===== src/adc_config.svh =====
/*
 * ADC snapshot configuration
 * Design-wide depths and the optional input register stage
 */
`ifndef ADC_CONFIG_SVH
`define ADC_CONFIG_SVH

// Records held by each channel FIFO, power of two
`define ADC_FIFO_DEPTH 8
`define ADC_FIFO_AW $clog2(`ADC_FIFO_DEPTH)

// Records held by the snapshot buffer, power of two
`define ADC_SNAP_DEPTH 64
`define ADC_SNAP_AW $clog2(`ADC_SNAP_DEPTH)

// 1 adds a second register stage in front of the sample packer.
// Pins to rec_valid latency becomes two cycles instead of one
`define ADC_EXTRA_REG 0

`endif


===== src/adc_sample_pkg.sv =====
/*
 * ADC sample types
 * Per-cycle lanes of one deserialized ADC board and the packed
 * 70-bit sample word built from them
 */
`default_nettype none

package adc_sample_pkg;

  // One board in one adc_clk cycle, after the DDR demux
  typedef struct packed {
    logic [3:0] sync;       // Sync sampled on the 0/90/180/270 phases
    logic       ovr_fall;
    logic       ovr_rise;
    logic [7:0] dq_fall;
    logic [7:0] dq_d_fall;
    logic [7:0] dq_rise;
    logic [7:0] dq_d_rise;   // Oldest Q sample of the cycle
    logic [7:0] di_fall;
    logic [7:0] di_d_fall;
    logic [7:0] di_rise;
    logic [7:0] di_d_rise;   // Oldest I sample of the cycle
  } adc_lanes_t;

  // Sample word as the capture path stores it
  // Sample 0 is the oldest, in the low byte of each channel
  typedef struct packed {
    logic [3:0]      sync;
    logic [1:0]      outofrange;  // Bit 0 rise, bit 1 fall
    logic [3:0][7:0] q;
    logic [3:0][7:0] i;
  } sample_word_t;

endpackage

`default_nettype wire


===== src/snap_mem_pkg.sv =====
/*
 * Snapshot storage types
 * A stored record carries the channel id, a marker tag and a 70-bit
 * payload read either as sample data or as a sync marker
 */
`default_nettype none

package snap_mem_pkg;

  // Channel number, 0 or 1
  typedef logic chan_id_t;

  // Sync marker, stands in for the word on which sync rose
  typedef struct packed {
    logic [$bits(adc_sample_pkg::sample_word_t)-19:0] pad;  // Zero
    logic [15:0]                                      count;
    logic [1:0]                                       phase;
  } marker_t;

  // Payload decode depends on is_marker
  typedef union packed {
    adc_sample_pkg::sample_word_t data;
    marker_t                      marker;
  } snap_payload_u;

  typedef struct packed {
    chan_id_t      chan;
    logic          is_marker;
    snap_payload_u payload;
  } snap_rec_t;

endpackage

`default_nettype wire


===== src/snap_buffer.sv =====
/*
 * Snapshot buffer
 * Arm starts a capture, records are written in arrival order until
 * the memory is full, then snap_done holds until the next arm.
 * Read port is registered, one cycle from rd_addr to rd_rec
 */
`default_nettype none
`include "adc_config.svh"

module snap_buffer (
  input  logic                       adc_clk,
  input  logic                       mmcm_reset,
  input  logic                       arm,
  input  logic                       wr_en,
  input  snap_mem_pkg::snap_rec_t    wr_rec,
  input  logic [`ADC_SNAP_AW-1:0]    rd_addr,
  output snap_mem_pkg::snap_rec_t    rd_rec,
  output logic                       accepting,
  output logic                       snap_done,
  output logic [`ADC_SNAP_AW:0]      snap_count
);

  localparam int AW = `ADC_SNAP_AW;

  snap_mem_pkg::snap_rec_t mem [`ADC_SNAP_DEPTH];
  logic [AW-1:0]           wr_ptr;
  logic                    do_write;
  logic                    last_write;

  assign wr_ptr     = snap_count[AW-1:0];  // Fill level doubles as pointer
  assign do_write   = wr_en && accepting && !arm;
  assign last_write = do_write && (snap_count == (AW+1)'(`ADC_SNAP_DEPTH - 1));

  always_ff @(posedge adc_clk) begin
    if (mmcm_reset) begin
      accepting  <= 1'b0;
      snap_done  <= 1'b0;
      snap_count <= '0;
    end else if (arm) begin
      accepting  <= 1'b1;  // Restart from an empty buffer
      snap_done  <= 1'b0;
      snap_count <= '0;
    end else if (do_write) begin
      snap_count <= snap_count + 1'b1;
      if (last_write) begin
        accepting <= 1'b0;
        snap_done <= 1'b1;
      end
    end
  end

  always_ff @(posedge adc_clk) begin
    if (do_write) mem[wr_ptr] <= wr_rec;
  end

  always_ff @(posedge adc_clk) rd_rec <= mem[rd_addr];

  a_write_when_accepting: assert property (
    @(posedge adc_clk) disable iff (mmcm_reset) wr_en |-> accepting)
    else $error("Write while the buffer is not accepting");

endmodule

`default_nettype wire


===== config.mk =====
export PLATFORM = sky130hd
export DESIGN_NAME = snap_buffer
export DESIGN_NICKNAME = d
export VERILOG_FILES = /design/src/adc_sample_pkg.sv /design/src/snap_mem_pkg.sv /design/src/snap_buffer.sv
export VERILOG_INCLUDE_DIRS = /design/src /design/src/src
export SDC_FILE = /design/constraint.sdc
export NUM_CORES = 2
export LEC_CHECK = 0
export BUFFER_PORTS_ARGS = -buffer_cell sky130_fd_sc_hd__buf_2
export CORE_MARGIN = 4
export CORE_UTILIZATION = 65
export CTS_CLUSTER_SIZE = 28
export DETAILED_ROUTE_END_ITERATION = 10
export GPL_TIMING_DRIVEN = 0
export PLACE_DENSITY = 0.82
export REMOVE_ABC_BUFFERS = 1
export SYNTH_ARGS = -nofsm -noshare
export SYNTH_HDL_FRONTEND = slang
export SYNTH_MEMORY_MAX_BITS = 65536
export SYNTH_SLANG_ARGS = --single-unit

===== constraint.sdc =====
create_clock -name adc_clk -period 9.82 [get_ports adc_clk]
set_clock_uncertainty 0.15 [all_clocks]
set_input_delay 1.473 -clock adc_clk [delete_from_list [all_inputs] [get_ports adc_clk]]
set_output_delay 1.473 -clock adc_clk [all_outputs]
set_load 0.03 [all_outputs]

==> impl_summary.txt <==
----------------------------------------------------
[GRT]
  Global-route wire length before repair ... 814000 um
  Initial antenna violation count ... 40
  Vias in the first global route ... 99077
  Overall track demand over capacity in global routing ... 43.0%
  Total congestion overflow after global routing ... 0
  Largest net degree at the start of global routing ... 143

[Worst hold path]
  Hold EP ... snap_done$_SDFFE_PP0P_
  Hold path depth ... 2
  Hold wc startpoint ... snap_done$_SDFFE_PP0P_
  Classification of the worst-slack hold path ... reg -> reg

[Setup path]
  Critical Path Slowest Stage Cell ... sky130_fd_sc_hd__mux4_2
  Sort of element at the end of the critical path ... flop
  Worst reg2reg path endpoint ... mem[33][4]$_DFFE_PP_
  Crit path cell chain ... buf_12 > buf_16 > buf_16 > buf_16 > buf_16 > buf_16 > mux4_2 > a22oi_1 > nand4_1 > and3_1
  Critical Path Most Common Cell ... sky130_fd_sc_hd__buf_16
  Count of cells along the worst register-to-register path ... 7
  Maximum cell stage delay along the critical path ... 0.66 ns
  R2R Path Start ... accepting$_SDFFE_PP0P_
  Critical path start-end classification ... in -> reg
  Reg2reg setup slack ... 5.11 ns
  Startpoint types ... input pin
  Worst EP arrival ... 6.51 ns
  Crit path required time ... 10.48 ns
  Maximum fanout along the worst path ... 95

[Placement]
  Placed instance area ... 187000 um2
  Count of input and output buffers ... 162
  DP Wirelength ... 305000 um
  Cell Count Post-Placement ... 11284
  GPL Wtd Cong ... 0.739

[STA]
  Setup TNS ... 0 ns
  Maximum operating frequency ... 171 MHz
  Headroom to the max-slew limit ... -1.92%
  Final slew viol count ... 26
  Final hold violation count ... 0
  Setup violations, final ... 0
  Final critical delay including setup and external delays ... 5.85 ns
  Unrepaired setup endpoints after global routing ... no
  Slew at the pin closest to its max-slew limit ... 1.53 ns
  Share of the clock period used by the worst path after layout ... 59.6%

[Die]
  Die area ... 281000 um2
  Die Wd ... 530 um
  Effective utilization at floorplan ... 65.3%
  IO Pins ... 163
  Placement Rows ... 191
  Vertical extent of the die ... 530 um
  Core Region ... 271000 um2

[Layout]
  Layout Nets ... 8243
  Area of all placed cells without fillers ... 202000 um2
  Fraction of final layout cells with drive strength greater than 1 ... 28.6%
  Fillers ... 12413
  Leading cell type in the layout, fill and taps excluded ... sky130_fd_sc_hd__edfxtp_1
  Most frequent cells in the layout ... 4608 x sky130_fd_sc_hd__edfxtp_1, 1152 x sky130_fd_sc_hd__mux4_2, 451 x sky130_fd_sc_hd__clkbuf_16, 265 x sky130_fd_sc_hd__buf_12, 213 x sky130_fd_sc_hd__nand2_1
  Synth-to-Final Area Change ... 14.2%
  Non-Filler Instances ... 12128

[CTS]
  CTS sink cnt ... 4689
  Resize count post-CTS ... 0
  Clock tree root driver cell ... sky130_fd_sc_hd__clkbuf_16
  Hold bufs inserted after CTS ... 0
  CTS clk-pin slew, worst paths ... 0.07 ns
  Number of setup buffers added after CTS ... 0
  TritonCTS clock tree ... yes
  Worst skew pair latency ... 1.02 ns
  Buffer levels on the longest clock path ... 4
  CTS H-Tree Depth ... 5
  Clock buffers created by TritonCTS ... 444

[Synth]
  Parity-gate share of the synthesized area counting xor and xnor cells ... 0.0198%
  Cell count after synthesis ... 7663
  Area share of fa/ha/maj cells after synthesis ... 0.00707%
  Synth async-reset ratio ... 0%
  Average size of a mapped cell ... 23.1 um2
  Netlist cell types ... 34
  Cell Area, Synth ... 177000 um2
  Share of the yosys chip area belonging to registers ... 79.2%
  Main synth FF type ... sky130_fd_sc_hd__edfxtp_1
  Ys Warns ... 0
  Post-synthesis share of cell area spent on and, or, nand and nor gates ... 2.26%
  Main combinational cell family by area after synthesis ... multiplexers
  Share of cell area taken by muxes after synthesis ... 15.6%
  Number of enable flip-flop cells after synthesis ... 4608
  Synthesized-area fraction occupied by ao, oa, aoi and oai cells ... 1.64%
  Number of register bits inferred by synthesis ... 4689

[Detailed routing]
  Met1 WL ... 160000 um
  Residual DRC ... 0
  Detailed-router iteration count before antenna repair ... 9
  Per-cell via count in the routed design ... 8.05
  1st-iter DRT viols ... 21880
  Total wire length after detailed routing ... 595000 um
  Antenna-violating nets left ... 0
  Routed wl met2 ... 275000 um
  Highest metal layer with signal wires ... met5
  Detailed-routed wire length on met3 ... 94800 um
  Total number of vias ... 97611
  Post-DR wirelength/cell ... 49.1 um

[Power]
  Static leakage ... 63.0 nW
  Worst supply voltage drop on vdd ... 0.151 mV
  Cell area power density ... 207 nW/um2

[Run status]
  Status ... finished, violations left
  Violated checks ... capacitance limit, slew limit

[Job]
  Max-cap check violation count ... 1

----------------------------------------------------
==> worst max-delay path by stage <==
stage,start,end,slack [ns]
floorplan,rd_addr[3],rd_rec[70]$_DFF_P_,2.66
global placement,rd_addr[2],rd_rec[3]$_DFF_P_,-60.55
detailed placement,rd_addr[0],rd_rec[44]$_DFF_P_,2.88
CTS,rd_addr[0],rd_rec[12]$_DFF_P_,3.75
global route,rd_addr[0],rd_rec[25]$_DFF_P_,3.41
finish,rd_addr[0],rd_rec[28]$_DFF_P_,3.97
==> metrics by stage <==
step / util (%) / setup slack [ns] / hold slack [ns] / total power [mW]
after floorplan: - / 2.66 / 0.453 / 23.3
after global placement: 66.4 / -60.55 / 0.307 / 25.5
after detailed placement: 69.2 / 2.88 / 0.320 / 24.2
after CTS: 74.6 / 3.75 / 0.359 / 41.7
after global routing: 74.6 / 3.41 / 0.378 / 42.7
final: 74.6 / 3.97 / 0.370 / 41.9
==> routing by layer <==
metal / GRT usage, % / vias to the layer above
met4: 34.6 / 18
met2: 65.3 / 11998
met5: 0.325 / -
met1: 50.5 / 48291
met3: 14.5 / 3605
li1: - / 33699
==> cells by family after synthesis <==
| group | after synthesis |
|---|---|
| DFF | 4689 |
| muxes | 1308 |
| and+or+nand+nor | 816 |
| buffers and inverters | 441 |
| AOI/OAI and AO/OA | 404 |
| xor gates and xnor gates | 4 |
| adders and majority gates | 1 |
==> area by class of cell <==
class	count	area [um2]	share of cell area [%]
diodes	26	65.1	0.0322
clock buffers	539	11800	5.83
clock inverters	279	2770	1.37
multi-input cells	2533	35000	17.3
flip-flops and latches	4689	140000	69.3
well taps	3570	4470	2.21
repair buffers	492	7970	3.94
==> flip-flops by register name, summed over array words and instances, names as in the netlist <==
register    flops
accepting       1
snap_count      7
rd_rec         72
mem          4608
snap_done       1
==> worst max-delay path, delay by kind of cell <==
kind | cells | cell delay [ns]
multiplexers | 1 | 0.66
AO/OA/AOI/OAI | 1 | 0.32
buffers and inverters | 6 | 3.02
AND/OR/NAND/NOR | 2 | 0.46
==> power breakdown <==
group          total (mW)  internal [mW]  switching (mW)
Clock                18.0           9.85            8.12
Sequential           22.0           22.0          0.0253
Combinational        1.91          0.656            1.25
Total                41.9           32.5            9.39
==> cell usage after synthesis, types with 57 or more instances <==
master                     instances  area share (%)
sky130_fd_sc_hd__edfxtp_1       4608              78
sky130_fd_sc_hd__mux4_2         1152              15
sky130_fd_sc_hd__nand2_1         216            0.46
sky130_fd_sc_hd__nand3_1         202            0.57
sky130_fd_sc_hd__clkbuf_1        163            0.35
sky130_fd_sc_hd__buf_2           161            0.46
sky130_fd_sc_hd__mux2i_1         156            0.88
sky130_fd_sc_hd__a22oi_1         144            0.61
sky130_fd_sc_hd__nor2_1          129            0.27
sky130_fd_sc_hd__nand4_1          92            0.33
sky130_fd_sc_hd__o22ai_1          92            0.33
sky130_fd_sc_hd__dfxtp_1          81            0.92
sky130_fd_sc_hd__or3_1            57            0.20
Power figures use the tool's default switching activity.
