$ cat src/adc_config.svh
/*
 * ADC snapshot configuration
 * Design-wide depths and the optional input register stage
 */
`ifndef ADC_CONFIG_SVH
`define ADC_CONFIG_SVH

// Records held by each channel FIFO, power of two
`define ADC_FIFO_DEPTH 8
`define ADC_FIFO_AW $clog2(`ADC_FIFO_DEPTH)

// Records held by the snapshot buffer, power of two
`define ADC_SNAP_DEPTH 64
`define ADC_SNAP_AW $clog2(`ADC_SNAP_DEPTH)

// 1 adds a second register stage in front of the sample packer.
// Pins to rec_valid latency becomes two cycles instead of one
`define ADC_EXTRA_REG 0

`endif

$ cat src/adc_sample_pkg.sv
/*
 * ADC sample types
 * Per-cycle lanes of one deserialized ADC board and the packed
 * 70-bit sample word built from them
 */
`default_nettype none

package adc_sample_pkg;

  // One board in one adc_clk cycle, after the DDR demux
  typedef struct packed {
    logic [3:0] sync;       // Sync sampled on the 0/90/180/270 phases
    logic       ovr_fall;
    logic       ovr_rise;
    logic [7:0] dq_fall;
    logic [7:0] dq_d_fall;
    logic [7:0] dq_rise;
    logic [7:0] dq_d_rise;   // Oldest Q sample of the cycle
    logic [7:0] di_fall;
    logic [7:0] di_d_fall;
    logic [7:0] di_rise;
    logic [7:0] di_d_rise;   // Oldest I sample of the cycle
  } adc_lanes_t;

  // Sample word as the capture path stores it
  // Sample 0 is the oldest, in the low byte of each channel
  typedef struct packed {
    logic [3:0]      sync;
    logic [1:0]      outofrange;  // Bit 0 rise, bit 1 fall
    logic [3:0][7:0] q;
    logic [3:0][7:0] i;
  } sample_word_t;

endpackage

`default_nettype wire

$ cat src/snap_mem_pkg.sv
/*
 * Snapshot storage types
 * A stored record carries the channel id, a marker tag and a 70-bit
 * payload read either as sample data or as a sync marker
 */
`default_nettype none

package snap_mem_pkg;

  // Channel number, 0 or 1
  typedef logic chan_id_t;

  // Sync marker, stands in for the word on which sync rose
  typedef struct packed {
    logic [$bits(adc_sample_pkg::sample_word_t)-19:0] pad;  // Zero
    logic [15:0]                                      count;
    logic [1:0]                                       phase;
  } marker_t;

  // Payload decode depends on is_marker
  typedef union packed {
    adc_sample_pkg::sample_word_t data;
    marker_t                      marker;
  } snap_payload_u;

  typedef struct packed {
    chan_id_t      chan;
    logic          is_marker;
    snap_payload_u payload;
  } snap_rec_t;

endpackage

`default_nettype wire

$ cat src/adc_lane_capture.sv
/*
 * ADC lane capture
 * Registers one board's deserialized lanes, packs them into a sample
 * word and swaps in a marker record on a rising sync
 */
`default_nettype none
`include "adc_config.svh"

module adc_lane_capture (
  input  logic                       adc_clk,
  input  logic                       mmcm_reset,
  input  logic                       arm,
  input  snap_mem_pkg::chan_id_t     chan,
  input  adc_sample_pkg::adc_lanes_t lanes,
  input  logic                       sample_valid,
  output snap_mem_pkg::snap_rec_t    rec,
  output logic                       rec_valid
);

  adc_sample_pkg::adc_lanes_t   lanes_s;
  logic                         valid_s;
  adc_sample_pkg::sample_word_t word;
  snap_mem_pkg::snap_rec_t      rec_next;
  logic [15:0]                  sample_cnt;
  logic [15:0]                  cnt_base;
  logic [3:0]                   prev_sync;
  logic                         sync_rise;
  logic [1:0]                   phase;

  generate
    if (`ADC_EXTRA_REG) begin : g_extra_reg
      adc_sample_pkg::adc_lanes_t lanes_q;
      logic                       valid_q;

      always_ff @(posedge adc_clk) begin
        lanes_q <= lanes;
        if (mmcm_reset) valid_q <= 1'b0;
        else valid_q <= sample_valid;
      end
      assign lanes_s = lanes_q;
      assign valid_s = valid_q;
    end else begin : g_direct
      assign lanes_s = lanes;
      assign valid_s = sample_valid;
    end
  endgenerate

  // Pack in the reference bit order
  assign word.sync       = lanes_s.sync;
  assign word.outofrange = {lanes_s.ovr_fall, lanes_s.ovr_rise};
  assign word.q = {lanes_s.dq_fall, lanes_s.dq_d_fall, lanes_s.dq_rise, lanes_s.dq_d_rise};
  assign word.i = {lanes_s.di_fall, lanes_s.di_d_fall, lanes_s.di_rise, lanes_s.di_d_rise};

  assign cnt_base  = arm ? 16'd0 : sample_cnt;  // Count restarts on the arm cycle
  assign sync_rise = (|word.sync) && !(|prev_sync);

  always_comb begin
    casez (word.sync)  // Earliest phase that saw sync
      4'b???1: phase = 2'd0;
      4'b??10: phase = 2'd1;
      4'b?100: phase = 2'd2;
      default: phase = 2'd3;
    endcase
  end

  always_comb begin
    rec_next.chan      = chan;
    rec_next.is_marker = sync_rise;
    rec_next.payload   = word;
    if (sync_rise) begin
      rec_next.payload.marker.pad   = '0;
      rec_next.payload.marker.count = cnt_base;
      rec_next.payload.marker.phase = phase;
    end
  end

  always_ff @(posedge adc_clk) begin
    if (mmcm_reset) begin
      rec_valid  <= 1'b0;
      sample_cnt <= 16'd0;
      prev_sync  <= 4'd0;
    end else begin
      rec_valid <= valid_s;
      if (arm || valid_s) sample_cnt <= cnt_base + 16'(valid_s);
      if (valid_s) prev_sync <= word.sync;  // Edge is tracked across arms
    end
  end

  always_ff @(posedge adc_clk) rec <= rec_next;

  a_no_valid_after_reset: assert property (@(posedge adc_clk) mmcm_reset |=> !rec_valid)
    else $error("rec_valid high in the cycle after reset");

endmodule

`default_nettype wire

$ cat config.mk
export PLATFORM = sky130hd
export DESIGN_NAME = adc_lane_capture
export DESIGN_NICKNAME = d
export VERILOG_FILES = /design/src/adc_sample_pkg.sv /design/src/snap_mem_pkg.sv /design/src/adc_lane_capture.sv
export VERILOG_INCLUDE_DIRS = /design/src /design/src/src
export SDC_FILE = /design/constraint.sdc
export NUM_CORES = 1
export LEC_CHECK = 0
export CAP_MARGIN = 20
export CORE_ASPECT_RATIO = 1.5
export CORE_MARGIN = 10
export CORE_UTILIZATION = 54
export CTS_BUF_LIST = sky130_fd_sc_hd__clkbuf_4
export DETAILED_ROUTE_END_ITERATION = 6
export DONT_BUFFER_PORTS = 1
export GPL_ROUTABILITY_DRIVEN = 0
export PLACE_DENSITY = 0.68
export SLEW_MARGIN = 20
export SYNTH_ARGS = -nofsm -noshare
export SYNTH_HDL_FRONTEND = slang
export SYNTH_SLANG_ARGS = --single-unit
export TNS_END_PERCENT = 20
$ cat constraint.sdc
create_clock -name adc_clk -period 3.2 [get_ports adc_clk]
set_input_delay 0.64 -clock adc_clk [delete_from_list [all_inputs] [get_ports adc_clk]]
set_output_delay 0.64 -clock adc_clk [all_outputs]
set_load 0.02 [all_outputs]
==> flow_summary.html <==
<table>
<tr><th>Metric</th><th>Value</th></tr>
<tr><th colspan="2">Synthesis</th></tr>
<tr><td>Area fraction in compound gates after synthesis</td><td>4.23%</td></tr>
<tr><td>Number of warnings reported in the yosys synthesis log</td><td>0</td></tr>
<tr><td>Area fraction in and, or, nand and nor cells after synthesis</td><td>26.6%</td></tr>
<tr><td>Post-synthesis cell type count</td><td>38</td></tr>
<tr><td>Multiplexer share of the synthesized area</td><td>2.05%</td></tr>
<tr><td>Avg Inst Size Synth</td><td>10.4 sq um</td></tr>
<tr><td>Number of instances in the synthesized netlist</td><td>292</td></tr>
<tr><td>Adder-cell share of the synthesized area</td><td>0.821%</td></tr>
<tr><td>Synthesized netlist net count</td><td>369</td></tr>
<tr><td>Synth Cell Area</td><td>3050 sq um</td></tr>
<tr><td>Xor/xnor share of the synthesized area</td><td>2.87%</td></tr>
<tr><td>Number of synthesized register bits</td><td>93</td></tr>
<tr><td>Register area share after synthesis</td><td>61.1%</td></tr>
<tr><td>Combinational family with the most area after synthesis</td><td>simple AND/OR/NAND/NOR gates</td></tr>
<tr><th colspan="2">Job</th></tr>
<tr><td>Number of max-cap violations</td><td>0</td></tr>
<tr><th colspan="2">Clocking</th></tr>
<tr><td>Post-CTS setup buffer count</td><td>0</td></tr>
<tr><td>Total CTS buffers</td><td>9</td></tr>
<tr><td>Insertion delay to the later sink of the worst-skew pair</td><td>0.42 ns</td></tr>
<tr><td>Post-CTS Resized</td><td>0</td></tr>
<tr><td>Hold_buf cts</td><td>0</td></tr>
<tr><td>Library cell used as clock root buffer</td><td>clkbuf_4</td></tr>
<tr><td>CTS HTree Levels</td><td>3</td></tr>
<tr><td>Clock transition at path regs</td><td>0.14 ns</td></tr>
<tr><td># clock sinks</td><td>93</td></tr>
<tr><td>Clock tree from TritonCTS</td><td>done</td></tr>
<tr><td>Number of buffers on the longest clock path</td><td>2</td></tr>
<tr><th colspan="2">Final layout</th></tr>
<tr><td>Layout Cell Area excl Fill</td><td>3260 sq um</td></tr>
<tr><td>Post-route insts no fill</td><td>366</td></tr>
<tr><td>Antenna diode count</td><td>0</td></tr>
<tr><td>Final net count</td><td>368</td></tr>
<tr><td>Most frequent standard cell in the layout excluding fill and tap cells</td><td>dfxtp_1</td></tr>
<tr><td>Utilization of the core after routing</td><td>59.4%</td></tr>
<tr><td>Area growth from synthesis to layout</td><td>7.02%</td></tr>
<tr><td>Most frequent cells in the layout</td><td>93 x dfxtp_1, 48 x and2_1, 34 x nand2_1</td></tr>
<tr><td>Share of layout cells above drive strength 1</td><td>7.09%</td></tr>
<tr><th colspan="2">Detailed routing</th></tr>
<tr><td>Per-cell via count in the routed design</td><td>5.17</td></tr>
<tr><td>Final wirelength</td><td>6670 um</td></tr>
<tr><td>Number of remaining DRC errors</td><td>0</td></tr>
<tr><td>Remaining number of nets flagged by the antenna check after routing</td><td>0</td></tr>
<tr><td>Number of detailed-routing iterations run before antenna repair</td><td>4</td></tr>
<tr><td>Via Count</td><td>1,894</td></tr>
<tr><td>DRT iter0 DRCs</td><td>105</td></tr>
<tr><td>Routed wire per std cell</td><td>18.2 um</td></tr>
<tr><th colspan="2">STA</th></tr>
<tr><td>Final hold slack</td><td>0.232 ns</td></tr>
<tr><td>Headroom to the max-slew limit</td><td>67.4%</td></tr>
<tr><td>Setup Viol. Count Final</td><td>0</td></tr>
<tr><td>Number of max-slew violations in the final report</td><td>0</td></tr>
<tr><td>Clock tree skew after final layout</td><td>0.0160 ns</td></tr>
<tr><td>Crit share post-route</td><td>61.9%</td></tr>
<tr><td>RSZ-0062 raised after global routing</td><td>false</td></tr>
<tr><td>Post-Route Setup TNS</td><td>0 ns</td></tr>
<tr><td>Highest attainable clock frequency</td><td>0.505 GHz</td></tr>
<tr><td>Clock period minus worst slack</td><td>1.98 ns</td></tr>
<tr><td>Final hold violation count</td><td>0</td></tr>
<tr><td>Worst slew pin tran</td><td>0.485 ns</td></tr>
<tr><th colspan="2">Setup path</th></tr>
<tr><td>Startpoint class of the critical path</td><td>register</td></tr>
<tr><td>Data required time at the worst endpoint</td><td>3.57 ns</td></tr>
<tr><td>Highest net fanout along the worst path</td><td>5</td></tr>
<tr><td>Category of the critical setup timing path</td><td>register to register</td></tr>
<tr><td>CP endpoint kind</td><td>register</td></tr>
<tr><td>Data arrival time of the critical path</td><td>2.35 ns</td></tr>
<tr><th colspan="2">Floorplanning</th></tr>
<tr><td>Total I/O pin count</td><td>148</td></tr>
<tr><td>Die Footprint</td><td>9110 sq um</td></tr>
<tr><td>CORE AREA</td><td>5490 sq um</td></tr>
<tr><td>Die boundary width</td><td>81.4 um</td></tr>
<tr><td>Number of rows in the core area</td><td>33</td></tr>
<tr><td>Starting utilization of the core area</td><td>55.5%</td></tr>
<tr><td>Floorplan die height</td><td>112 um</td></tr>
<tr><th colspan="2">Global route</th></tr>
<tr><td>Number of global-route vias before repair</td><td>1,969</td></tr>
<tr><td>Global-route congestion overflow total</td><td>0</td></tr>
<tr><td>First-pass GRT wire length</td><td>10,200 um</td></tr>
<tr><td>Largest net degree at the start of global routing</td><td>37</td></tr>
<tr><td>Antenna violations before repair</td><td>0</td></tr>
<tr><td>Gr usage total</td><td>14.6%</td></tr>
<tr><th colspan="2">Placed design</th></tr>
<tr><td>Port buffer count</td><td>0</td></tr>
<tr><td>Number of placed instances, taps included</td><td>350</td></tr>
<tr><td>Post-place instance area</td><td>3110 sq um</td></tr>
<tr><td>Half-perimeter wire length after detailed placement</td><td>5260 um</td></tr>
<tr><th colspan="2">Power</th></tr>
<tr><td>Worst IR Drop VDD</td><td>412 uV</td></tr>
<tr><td>Leakage power summed over all cells</td><td>0.00128 uW</td></tr>
<tr><td>PwrDens</td><td>682 nW/um^2</td></tr>
<tr><th colspan="2">Worst hold path</th></tr>
<tr><td>Class of the tightest hold or removal check</td><td>primary input to register</td></tr>
<tr><th colspan="2">Outcome</th></tr>
<tr><td>Outcome</td><td>completed</td></tr>
</table>
==> worst max-delay path: stages, from the launching register on <==
cell      delay [ns]
dfxtp_1         0.35
nor2b_1         0.21
ha_1            0.26
nand4b_1        0.11
or4_4           0.44
or4_1           0.47
nand2_1         0.07
==> Yosys cell counts, drive strengths merged <==
cell type,instances,share of area [%]
nand3,3,0.49
mux2i,4,1.3
a41o,1,0.33
o211ai,1,0.25
or3,1,0.21
o21a,1,0.25
nor3,2,0.33
or2,1,0.21
mux2,2,0.74
nand4,4,0.82
buf,5,0.74
nor4,5,1.7
and2,48,9.8
ha,2,0.82
inv,4,0.49
o31ai,3,0.74
o41ai,1,0.53
nand4b,2,0.57
xor2,2,0.57
a31oi,1,0.21
dfxtp,93,61
xnor2,8,2.3
a31o,1,0.29
a21oi,4,0.66
nor2,18,2.2
nand2,34,4.2
nand3b,12,3.0
nand2b,2,0.41
o21ai,6,0.98
clkbuf,9,1.1
or4,2,0.62
nor2b,10,2.1
==> cells by family (layout without fill, tap and decap cells) <==
family	after synthesis	after routing
and+or+nand+nor	144	144
DFF	93	93
AOI/OAI and AO/OA	19	19
buffers and inverters	18	22
xor gates and xnor gates	10	10
muxes	6	6
adders and majority gates	2	2
==> power by group <==
part / switching (uW) / internal [uW] / total (uW)
registers: 162 / 1260 / 1420
logic: 64.8 / 60.9 / 126
clock network: 367 / 314 / 681
==> layout make-up <==
type,instances,area (sq um)
timing repair buffer,2,15.0
sequential,93,1860
clock buffer,9,67.6
clock inverter,7,88.8
tap,70,87.6
multi-input combinational,181,1130
fill,462,2230
inverter,4,15.0
==> flip-flops by register name (all words and copies together) (netlist names) <==
name and flops:
sample_cnt 16, rec 72, rec_valid 1, prev_sync 4
==> through the flow <==
stage	total power [uW]	setup WS [ns]
after detailed placement	1580	0.966
after global routing	2330	1.03
after global placement	1580	1.01
after CTS	2260	1.23
final	2220	1.22
after floorplan	1540	0.890
==> per-layer routing <==
layer | GRT usage (%) | up-vias | share of wire (%)
met5 | 0 | - | 0
met4 | 7.30 | 0 | 1.6
met3 | 7.11 | 9 | 12
met2 | 25.6 | 87 | 54
met1 | 13.4 | 846 | 32
li1 | - | 952 | -
==> path summary, 6_finish.rpt <==
| kind | depth (start not counted) | start | to | slack, ns |
|---|---|---|---|---|
| min | 0 | chan | rec[71] | 0.23 |
| max reg2reg | 6 | sample_cnt[0] | sample_cnt[15] | 1.22 |
| min reg2reg | 2 | sample_cnt[0] | sample_cnt[0] | 0.45 |
| max | 6 | sample_cnt[0] | sample_cnt[15] | 1.22 |
Power figures use the tool's default switching activity.
