$ cat config.mk
export PLATFORM = sky130hd
export DESIGN_NAME = snap_write_arbiter
export DESIGN_NICKNAME = d
export VERILOG_FILES = /design/src/adc_config.svh /design/src/adc_sample_pkg.sv /design/src/snap_mem_pkg.sv /design/src/snap_write_arbiter.sv
export SDC_FILE = /design/constraint.sdc
export NUM_CORES = 1
export LEC_CHECK = 0
export ABC_AREA = 1
export BUFFER_PORTS_ARGS = -buffer_cell sky130_fd_sc_hd__buf_4
export CAP_MARGIN = 20
export CORE_AREA = 4 4 84 86
export DETAILED_ROUTE_END_ITERATION = 7
export DIE_AREA = 0 0 88 90
export MAX_ROUTING_LAYER = met4
export PLACE_DENSITY = 0.61
export SETUP_SLACK_MARGIN = 0.4
export SYNTH_ARGS = -nofsm -noshare
export SYNTH_HDL_FRONTEND = slang
export SYNTH_SLANG_ARGS = --single-unit
$ cat constraint.sdc
create_clock -name adc_clk -period 1 [get_ports adc_clk]
set_input_delay 0.2 -clock adc_clk [delete_from_list [all_inputs] [get_ports adc_clk]]
set_output_delay 0.2 -clock adc_clk [all_outputs]
set_load 0.005 [all_outputs]
$ cat src/adc_config.svh
/*
 * ADC snapshot configuration
 * Design-wide depths and the optional input register stage
 */
`ifndef ADC_CONFIG_SVH
`define ADC_CONFIG_SVH

// Records held by each channel FIFO, power of two
`define ADC_FIFO_DEPTH 8
`define ADC_FIFO_AW $clog2(`ADC_FIFO_DEPTH)

// Records held by the snapshot buffer, power of two
`define ADC_SNAP_DEPTH 64
`define ADC_SNAP_AW $clog2(`ADC_SNAP_DEPTH)

// 1 adds a second register stage in front of the sample packer.
// Pins to rec_valid latency becomes two cycles instead of one
`define ADC_EXTRA_REG 0

`endif

$ cat src/adc_sample_pkg.sv
/*
 * ADC sample types
 * Per-cycle lanes of one deserialized ADC board and the packed
 * 70-bit sample word built from them
 */
`default_nettype none

package adc_sample_pkg;

  // One board in one adc_clk cycle, after the DDR demux
  typedef struct packed {
    logic [3:0] sync;       // Sync sampled on the 0/90/180/270 phases
    logic       ovr_fall;
    logic       ovr_rise;
    logic [7:0] dq_fall;
    logic [7:0] dq_d_fall;
    logic [7:0] dq_rise;
    logic [7:0] dq_d_rise;   // Oldest Q sample of the cycle
    logic [7:0] di_fall;
    logic [7:0] di_d_fall;
    logic [7:0] di_rise;
    logic [7:0] di_d_rise;   // Oldest I sample of the cycle
  } adc_lanes_t;

  // Sample word as the capture path stores it
  // Sample 0 is the oldest, in the low byte of each channel
  typedef struct packed {
    logic [3:0]      sync;
    logic [1:0]      outofrange;  // Bit 0 rise, bit 1 fall
    logic [3:0][7:0] q;
    logic [3:0][7:0] i;
  } sample_word_t;

endpackage

`default_nettype wire

$ cat src/snap_mem_pkg.sv
/*
 * Snapshot storage types
 * A stored record carries the channel id, a marker tag and a 70-bit
 * payload read either as sample data or as a sync marker
 */
`default_nettype none

package snap_mem_pkg;

  // Channel number, 0 or 1
  typedef logic chan_id_t;

  // Sync marker, stands in for the word on which sync rose
  typedef struct packed {
    logic [$bits(adc_sample_pkg::sample_word_t)-19:0] pad;  // Zero
    logic [15:0]                                      count;
    logic [1:0]                                       phase;
  } marker_t;

  // Payload decode depends on is_marker
  typedef union packed {
    adc_sample_pkg::sample_word_t data;
    marker_t                      marker;
  } snap_payload_u;

  typedef struct packed {
    chan_id_t      chan;
    logic          is_marker;
    snap_payload_u payload;
  } snap_rec_t;

endpackage

`default_nettype wire

$ cat src/snap_write_arbiter.sv
/*
 * Snapshot write arbiter
 * Round-robin grant of the single buffer write port to the two
 * channel FIFOs. The granted FIFO pops in the grant cycle
 */
`default_nettype none

module snap_write_arbiter (
  input  logic                    adc_clk,
  input  logic                    mmcm_reset,
  input  logic                    accepting,
  input  snap_mem_pkg::snap_rec_t head0,
  input  snap_mem_pkg::snap_rec_t head1,
  input  logic                    not_empty0,
  input  logic                    not_empty1,
  output logic                    grant0,
  output logic                    grant1,
  output logic                    wr_en,
  output snap_mem_pkg::snap_rec_t wr_rec
);

  logic prio1;  // Channel 1 wins the next conflict

  always_comb begin
    grant0 = 1'b0;
    grant1 = 1'b0;
    if (accepting) begin
      if (not_empty0 && (!not_empty1 || !prio1)) grant0 = 1'b1;
      else if (not_empty1) grant1 = 1'b1;
    end
  end

  assign wr_en  = grant0 || grant1;
  assign wr_rec = grant1 ? head1 : head0;

  // Priority flips to the other channel after every grant
  always_ff @(posedge adc_clk) begin
    if (mmcm_reset) begin
      prio1 <= 1'b0;
    end else if (grant0) begin
      prio1 <= 1'b1;
    end else if (grant1) begin
      prio1 <= 1'b0;
    end
  end

  a_one_grant: assert property (@(posedge adc_clk) disable iff (mmcm_reset)
    !(grant0 && grant1))
    else $error("Both channels granted");

endmodule

`default_nettype wire

==> qor.yml, run 1 <==
outcome:
  status: "complete, but fails checks"
  violations: "setup timing"
synthesis:
  synthTopCellsByArea: "nand2_1, nand3_1, buf_6"
  synth.most_common_cell: "nand2_1"
  async_flop_share_pct: 0
  synth.distinct_cells: 10
  yosys_warnings: 0
  synth.net_count: 398
  ys_seq_area_share_pct: 1.78
  synthCells: 249
  synth_ff_type: "dfxtp_1"
  yosysTopAreaCell: "nand2_1"
  synth-edff-count: 0
  synth_area_um2: 1120
  synth_seq_cells: 1
  syn_area_per_cell_um2: 4.51
  post-synth-top-area-fraction_pct: 49.4
  synth_common_cells: "nand2_1, nand3_1, buf_2, buf_6, inv_1"
floorplanning:
  dieArea_um2: 7920
  die_h_um: 90
  core.rowCount: 29
  core_area_um2: 6280
  die_w_um: 88
  start_util_pct: 17.9
  io-pin-count: 224
pwr:
  power.switching_mw: 0.572
  p_sw_share_pct: 37.4
  power_mw: 1.53
  p_int_mw: 0.958
  p_per_area_nw_per_um2: 469
  seqPwrFrac_pct: 3.1
  combPwrFrac_pct: 96.9
  p_clk_share_pct: 0
  peakVddDrop_mv: 0.394
  p_leak_nw: 1.94
place:
  dp.cells: 539
  pre_cts_ws_ps: -254
  hpwl_um: 5780
  place.gp.congestion: 0.855
  portBuffers: 223
critical_path:
  crit_slowest_cell: "dfxtp_2"
  cp-end-kind: "primary output"
  path_buf_inv: 2
  r2r_cells: 6
  rrSetupSlack_ps: -10
  critical_path_class: "register to primary output"
  path_delay_family: "simple AND/OR/NAND/NOR gates"
  cp_cell_sequence: "nand2_4 -> nand2_8 -> nand2_8 -> clkbuf_16 -> nand2_1 -> nand2_1 -> buf_4"
  critPathMaxStageDelay_ps: 330
  arrival_ps: 1060
  worstReg2RegEnd: "prio1"
  startpoint_type: "register"
  rr_startpoint: "prio1"
  crit_required_ps: 800
  crit_fanout: 11
  path_depth: 7
drt:
  wl_um: 7920
  drt_iter0_drc: 69
  firstDrtPassIters: 4
  via_per_inst: 4.49
  postRouteAntennaNets: 0
  vias: 2466
  remaining_drc_errors: 0
  wire_per_inst_um: 14.4
grt:
  grt_max_degree: 40
  grt_pass1_wl_um: 10700
  grt_use_total_pct: 16.3
  antenna_found_initial: 0
  grt_pass1_vias: 2262
  grt_remaining_overflow: 0
timing:
  tightest_slew_ps: 145
  setup_violations: 76
  finalCritPeriodShare_pct: 126
  fin_tns_setup_ps: -17280
  fin_crit_ps: 1260
  fmax_mhz: 795
  whs_ps: 352
  rsz0062_at_grt: "yes"
  setup_ws_ps: -258
  finalHoldViolCount: 0
  slew_viol_final: 0
  slew_headroom_pct: 90.3
  fin_worst_skew_ps: 0
run:
  drv_cap: 0
layout:
  num_antenna_cells: 0
  syn_to_final_growth_pct: 190
  final_cells: 549
  largest_reg_flops: 1
  regMostFlops: "prio1"
  reg_top3: "prio1 (1)"
  layout.nets: 623
  drive_gt1_share_pct: 58.9
worst_hold_path:
  min-delay-path-class: "input port to register"
  hold_depth: 2
  hold_end: "prio1"
  hp-start: "mmcm_reset"
clock_network:
  clk_latency_ps: 0
  clk_pin_slew_ps: 0
## area by class of cell
type | count | area (um^2)
Tap cell | 77 | 96.3
Fill cell | 648 | 3020
Timing Repair Buffer | 243 | 2060
Multi-Input combinational cell | 225 | 1070
Inverter | 3 | 16.3
Sequential cell | 1 | 21.3
## per-stage QoR
step	area (um^2)	util [%]
3_5_place_dp	2940	46.8
2_1_floorplan	1140	-
6_report	3260	52.0
4_1_cts	3030	48.3
3_3_place_gp	2940	46.8
5_1_grt	3260	52.0
## worst max-delay path by stage
stage,from,endpoint
6_report,prio1,wr_rec[25]
5_1_grt,accepting,wr_rec[25]
4_1_cts,prio1,wr_rec[61]
3_5_place_dp,prio1,wr_rec[27]
3_3_place_gp,not_empty1,wr_rec[37]
2_1_floorplan,prio1,wr_rec[0]
## repair_timing
item	CTS	global route
hold buffers	0	0
setup endpoints to repair	76	76
resized for setup	15	28
setup buffers	2	1
cloned	1	6
pin swaps	0	2
## routing by layer
layer	vias up	track usage, %	routed length [um]
met1	1084	19.0	2940
li1	1246	-	-
met4	0	1.28	71
met3	6	2.47	771
met5	-	-	0
met2	130	30.3	4140
## layout by cell type, fill, tap and decap left out, drive strengths merged
cell type,count
buf,238
inv,3
nand3,73
nand2,151
clkbuf,5
dfxtp,1
a21oi,1
## cells by family (layout without fill, tap and decap cells)
family	count (synthesis)	count (layout)	share of synthesized area, %
buffers and inverters	24	246	14.3
AOI/OAI and AO/OA	1	1	0.445
and+or+nand+nor	223	224	83.5
DFF	1	1	1.78
## power groups by stage
stage	combinational [mW]	sequential [mW]	clock, mW
after global placement	1.31	0.0457	0
after global routing	1.60	0.0470	0
after CTS	1.38	0.0467	0
after detailed placement	1.32	0.0456	0
final	1.48	0.0469	0
after floorplan	0.422	0.0453	0
(Power assumes the default switching activity.)
==> inputs of run 2 (changes only) <==
- BUFFER_PORTS_ARGS: -buffer_cell sky130_fd_sc_hd__buf_4 -> unset
- CORE_AREA: 4 4 84 86 -> 4 4 85 87
- CTS_BUF_LIST: unset -> sky130_fd_sc_hd__clkbuf_8
- DIE_AREA: 0 0 88 90 -> 0 0 89 91
- DONT_BUFFER_PORTS: unset -> 1
- PLACE_DENSITY: 0.61 -> 0.3
==> run 2 against run 1 <==
  * The flow still finishes with violations (setup timing)
  * Clock skew did not move
  * Critical path type unchanged
  * Via count decreased by 31%
  * Utilization shrank 25 points
  * Die area grew 2.3%
  * Critical path depth down 1
==> qor.yml, run 2 (synthesis results as in run 1) <==
outcome:
  status: "complete, but fails checks"
  violations: "setup timing"
critical_path:
  startpoint_type: "register"
  crit_slowest_cell: "dfxtp_2"
  cp_cell_sequence: "nand2_4 -> nand2_8 -> nand2_8 -> buf_16 -> nand2_1 -> nand2_2"
  arrival_ps: 970
  crit_top_cell: "nand2_8"
  critPathMaxStageDelay_ps: 330
  crit_required_ps: 800
  critical_path_class: "register to primary output"
  cp-end-kind: "primary output"
  path_delay_family: "simple AND/OR/NAND/NOR gates"
  path_buf_inv: 1
  crit_fanout: 9
grt:
  grt_use_total_pct: 10.9
  grt_pass1_vias: 1413
  antenna_found_initial: 0
  grt_max_degree: 31
  grt_pass1_wl_um: 6970
  grt_remaining_overflow: 0
floorplanning:
  start_util_pct: 17.7
  dieArea_um2: 8100
  core_area_um2: 6350
  die_w_um: 89
  io-pin-count: 224
  core.rowCount: 29
  die_h_um: 91
pwr:
  peakVddDrop_mv: 0.165
  p_per_area_nw_per_um2: 457
  p_leak_nw: 0.884
drt:
  wl_um: 6250
  remaining_drc_errors: 0
  via_per_inst: 5.24
  vias: 1693
  wire_per_inst_um: 19.3
  firstDrtPassIters: 6
  drt_iter0_drc: 60
  postRouteAntennaNets: 0
layout:
  final_area_um2: 1710
  layout_commonest_cell: "nand2_1"
  num_antenna_cells: 0
  drive_gt1_share_pct: 33.7
  final_cell_mix: "nand2_1, nand3_1, nand2_2, nand2_4"
  regMostFlops: "prio1"
  reg_top3: "prio1 (1)"
  largest_reg_flops: 1
  syn_to_final_growth_pct: 52.6
  layout.nets: 397
worst_hold_path:
  min-delay-path-class: "input port to register"
timing:
  fmax_mhz: 854
  finalCritPeriodShare_pct: 117
  rsz0062_at_grt: "yes"
  setup_violations: 73
  fin_crit_ps: 1170
  finalHoldViolCount: 0
  tightest_slew_ps: 180
  slew_headroom_pct: 88.0
  slew_viol_final: 0
  fin_worst_skew_ps: 0
  fin_tns_setup_ps: -10250
  setup_ws_ps: -171
run:
  drv_cap: 0
clock_network:
  cts_hold_buffers: 0
  clk_pin_slew_ps: 0
  clk_latency_ps: 0
place:
  placed_cell_area_um2: 1230
  place.gp.congestion: 0.651
  hpwl_um: 4070
  portBuffers: 0
## run 2: report_power, final
group / internal (mW) / switching, mW
Clock: 0 / 0
Combinational: 0.308 / 0.429
Sequential: 0.0440 / 0.00255
Total: 0.352 / 0.432
## run 2: worst paths after layout
kind,startpoint,endpoint,slack (ps),cells after the start
hold / removal,mmcm_reset,prio1,260,1
hold reg to reg,prio1,prio1,470,2
setup reg to reg,prio1,prio1,210,3
setup / recovery,prio1,wr_rec[59],-170,6
## run 2: final cells by class
cell class / instances / area (um^2)
fillers: 708 / 4640
well taps: 77 / 96.3
inverters: 3 / 13.8
repair buffers: 17 / 372
multi-input cells: 225 / 1210
flip-flops and latches: 1 / 21.3
## run 2: metal layers
metal,GRT usage (%),vias up,routed length [um]
li1,-,798,-
met4,0.248,0,0
met3,0.814,0,606
met5,-,-,0
met2,21.8,133,3290
met1,12.0,762,2350
## run 2: metrics by stage
stage | setup slack [ps] | power [mW] | util, % | cells | hold WS [ps]
2_1_floorplan | -42.5 | 0.467 | - | 249 | 262
3_3_place_gp | -144 | 0.570 | 19.3 | 313 | 262
3_5_place_dp | -146 | 0.568 | 19.3 | 313 | 266
4_1_cts | -144 | 0.632 | 21.0 | 316 | 266
5_1_grt | -221 | 0.861 | 27.0 | 323 | 269
6_report | -171 | 0.784 | 27.0 | 323 | 264
## run 2: worst reg2reg max path, stage by stage, from the launching register on
cell and delay [ps]:
dfxtp_2 310, nand2_4 90, nand3_1 160, a21oi_1 150
## run 2: repair_timing
item,4_1_cts,5_1_grt
hold endpoints to repair,0,0
setup endpoints to repair,76,76
buffers inserted,0,0
resized for setup,9,68
cloned,3,7
pin swaps,2,7
==> inputs of run 3 (changes only) <==
==> constraint.sdc (replaced) <==
create_clock -name adc_clk -period 1 [get_ports adc_clk]
set_input_delay 0.1 -clock adc_clk [delete_from_list [all_inputs] [get_ports adc_clk]]
set_output_delay 0.1 -clock adc_clk [all_outputs]
set_load 0.005 [all_outputs]
==> run 3 against run 2 <==
  * The run still ends with setup timing left
  * Wire length increased by 10%
  * Global-route usage about the same
  * Critical path depth unchanged
  * Final area grew 15%
  * Fmax grew 9.2%
  * Hold slack worse by 110 ps
  * Critical endpoint is now wr_rec[62]
  * Largest cell class unchanged
  * Highest routed layer is now met4
==> qor.yml, run 3 (synthesis results as in run 1) <==
outcome:
  status: "complete, but fails checks"
  violations: "setup timing"
timing:
  fin_worst_skew_ps: 0
  slew_viol_final: 0
  fin_crit_ps: 1070
  rsz0062_at_grt: "yes"
  fmax_mhz: 933
  finalHoldViolCount: 0
  finalCritPeriodShare_pct: 107
  setup_violations: 72
  tightest_slew_ps: 240
  slew_headroom_pct: 84.0
  setup_ws_ps: -72.2
clock_network:
  cts_hold_buffers: 0
  clk_pin_slew_ps: 0
  clk_latency_ps: 0
critical_path:
  critical_path_class: "register to primary output"
  arrival_ps: 970
  rrSetupSlack_ps: 70
  worstReg2RegEnd: "prio1"
  critPathLaunch: "prio1"
  crit_end: "wr_rec[62]"
  r2r_cells: 5
  crit_fanout: 6
  startpoint_type: "register"
  cp-end-kind: "primary output"
  crit_required_ps: 900
  rr_startpoint: "prio1"
layout:
  num_antenna_cells: 0
  final_cell_mix: "nand2_1, nand2_2, nand3_1, nand3_2, nand2_4"
  largest_reg_flops: 1
  layout.nets: 405
  reg_top3: "prio1 (1)"
  nFillCells: 668
  regMostFlops: "prio1"
  layout_commonest_cell: "nand2_1"
  syn_to_final_growth_pct: 76.1
  fin_util_pct: 31.2
  drive_gt1_share_pct: 49.2
grt:
  grt_use_total_pct: 10.8
  grt_pass1_wl_um: 6960
  grt_pass1_vias: 1371
  antenna_found_initial: 0
  grt_max_degree: 37
  grt_remaining_overflow: 0
place:
  hpwl_um: 4120
  place.gp.congestion: 0.652
  portBuffers: 0
pwr:
  p_per_area_nw_per_um2: 457
  power_mw: 0.905
  peakVddDrop_mv: 0.195
  p_leak_nw: 0.951
drt:
  vias: 1729
  wire_per_inst_um: 20.8
  via_per_inst: 5.22
  wl_um: 6900
  postRouteAntennaNets: 0
  drt_iter0_drc: 44
  firstDrtPassIters: 6
  remaining_drc_errors: 0
floorplanning:
  io-pin-count: 224
  start_util_pct: 17.7
  die_w_um: 89
  core.rowCount: 29
  die_h_um: 91
  core_area_um2: 6350
  dieArea_um2: 8100
worst_hold_path:
  min-delay-path-class: "input port to register"
run:
  drv_cap: 0
==> run 3: cell count changes in the layout (fill, tap and decap cells not counted), sizes merged <==
cell | before | now
nand2 | 151 | 152
inv | 3 | 2
clkbuf | 6 | 7
buf | 11 | 17
clkinv | 0 | 1
==> run 3: what timing repair did <==
action	CTS	global route
setup buffers	2	1
endpoints found under the setup margin	76	76
resized for setup	18	97
endpoints found under the hold margin	0	0
pin swaps	2	24
cloned	2	14
==> run 3: through the flow <==
stage	instance area, um^2	hold slack, ps	std cells	setup WS, ps	TNS (ps)
2_1_floorplan	1140	162	249	57.5	0
3_3_place_gp	1220	162	312	-43.6	-1880
3_5_place_dp	1220	167	312	-49.5	-2040
4_1_cts	1360	159	316	-41.0	-1910
5_1_grt	1980	163	331	-103	-4700
6_report	1980	159	331	-72.2	-2590
==> run 3: final cells by class <==
type	count	area (um^2)	area share, %
timing repair buffer	24	464	23.5
sequential	1	21.3	1.08
inverter	3	16.3	0.822
multi-input combinational	226	1380	69.8
tap	77	96.3	4.87
==> run 3: power by group <==
part	total (mW)	switching, mW	internal (mW)
combinational	0.858	0.484	0.373
sequential	0.0469	0.00291	0.0440
clock	0	0	0
total	0.905	0.487	0.417
==> run 3: layer usage <==
layer | GRT usage, % | share of wire [%] | wire length, um | vias to the layer above
met3 | 1.81 | 11 | 726 | 2
met5 | - | 0 | 0 | -
met2 | 21.2 | 51 | 3520 | 133
li1 | - | - | - | 820
met1 | 11.9 | 38 | 2630 | 774
met4 | 0 | 0.26 | 18 | 0
==> run 3: how the worst min path moves through the flow <==
| stage | to | depth (start not counted) | from |
|---|---|---|---|
| CTS | prio1 | 1 | mmcm_reset |
| detailed placement | prio1 | 1 | mmcm_reset |
| finish | prio1 | 1 | mmcm_reset |
| global placement | prio1 | 1 | mmcm_reset |
| global route | prio1 | 1 | mmcm_reset |
| floorplan | prio1 | 1 | mmcm_reset |
==> run 3: critical path, stage by stage (launching register included) <==
cell and delay, ps:
dfxtp_2 330, nand2_4 70, nand2_8 120, buf_12 150, clkbuf_16 150, nand3_2 70, nand2_2 70
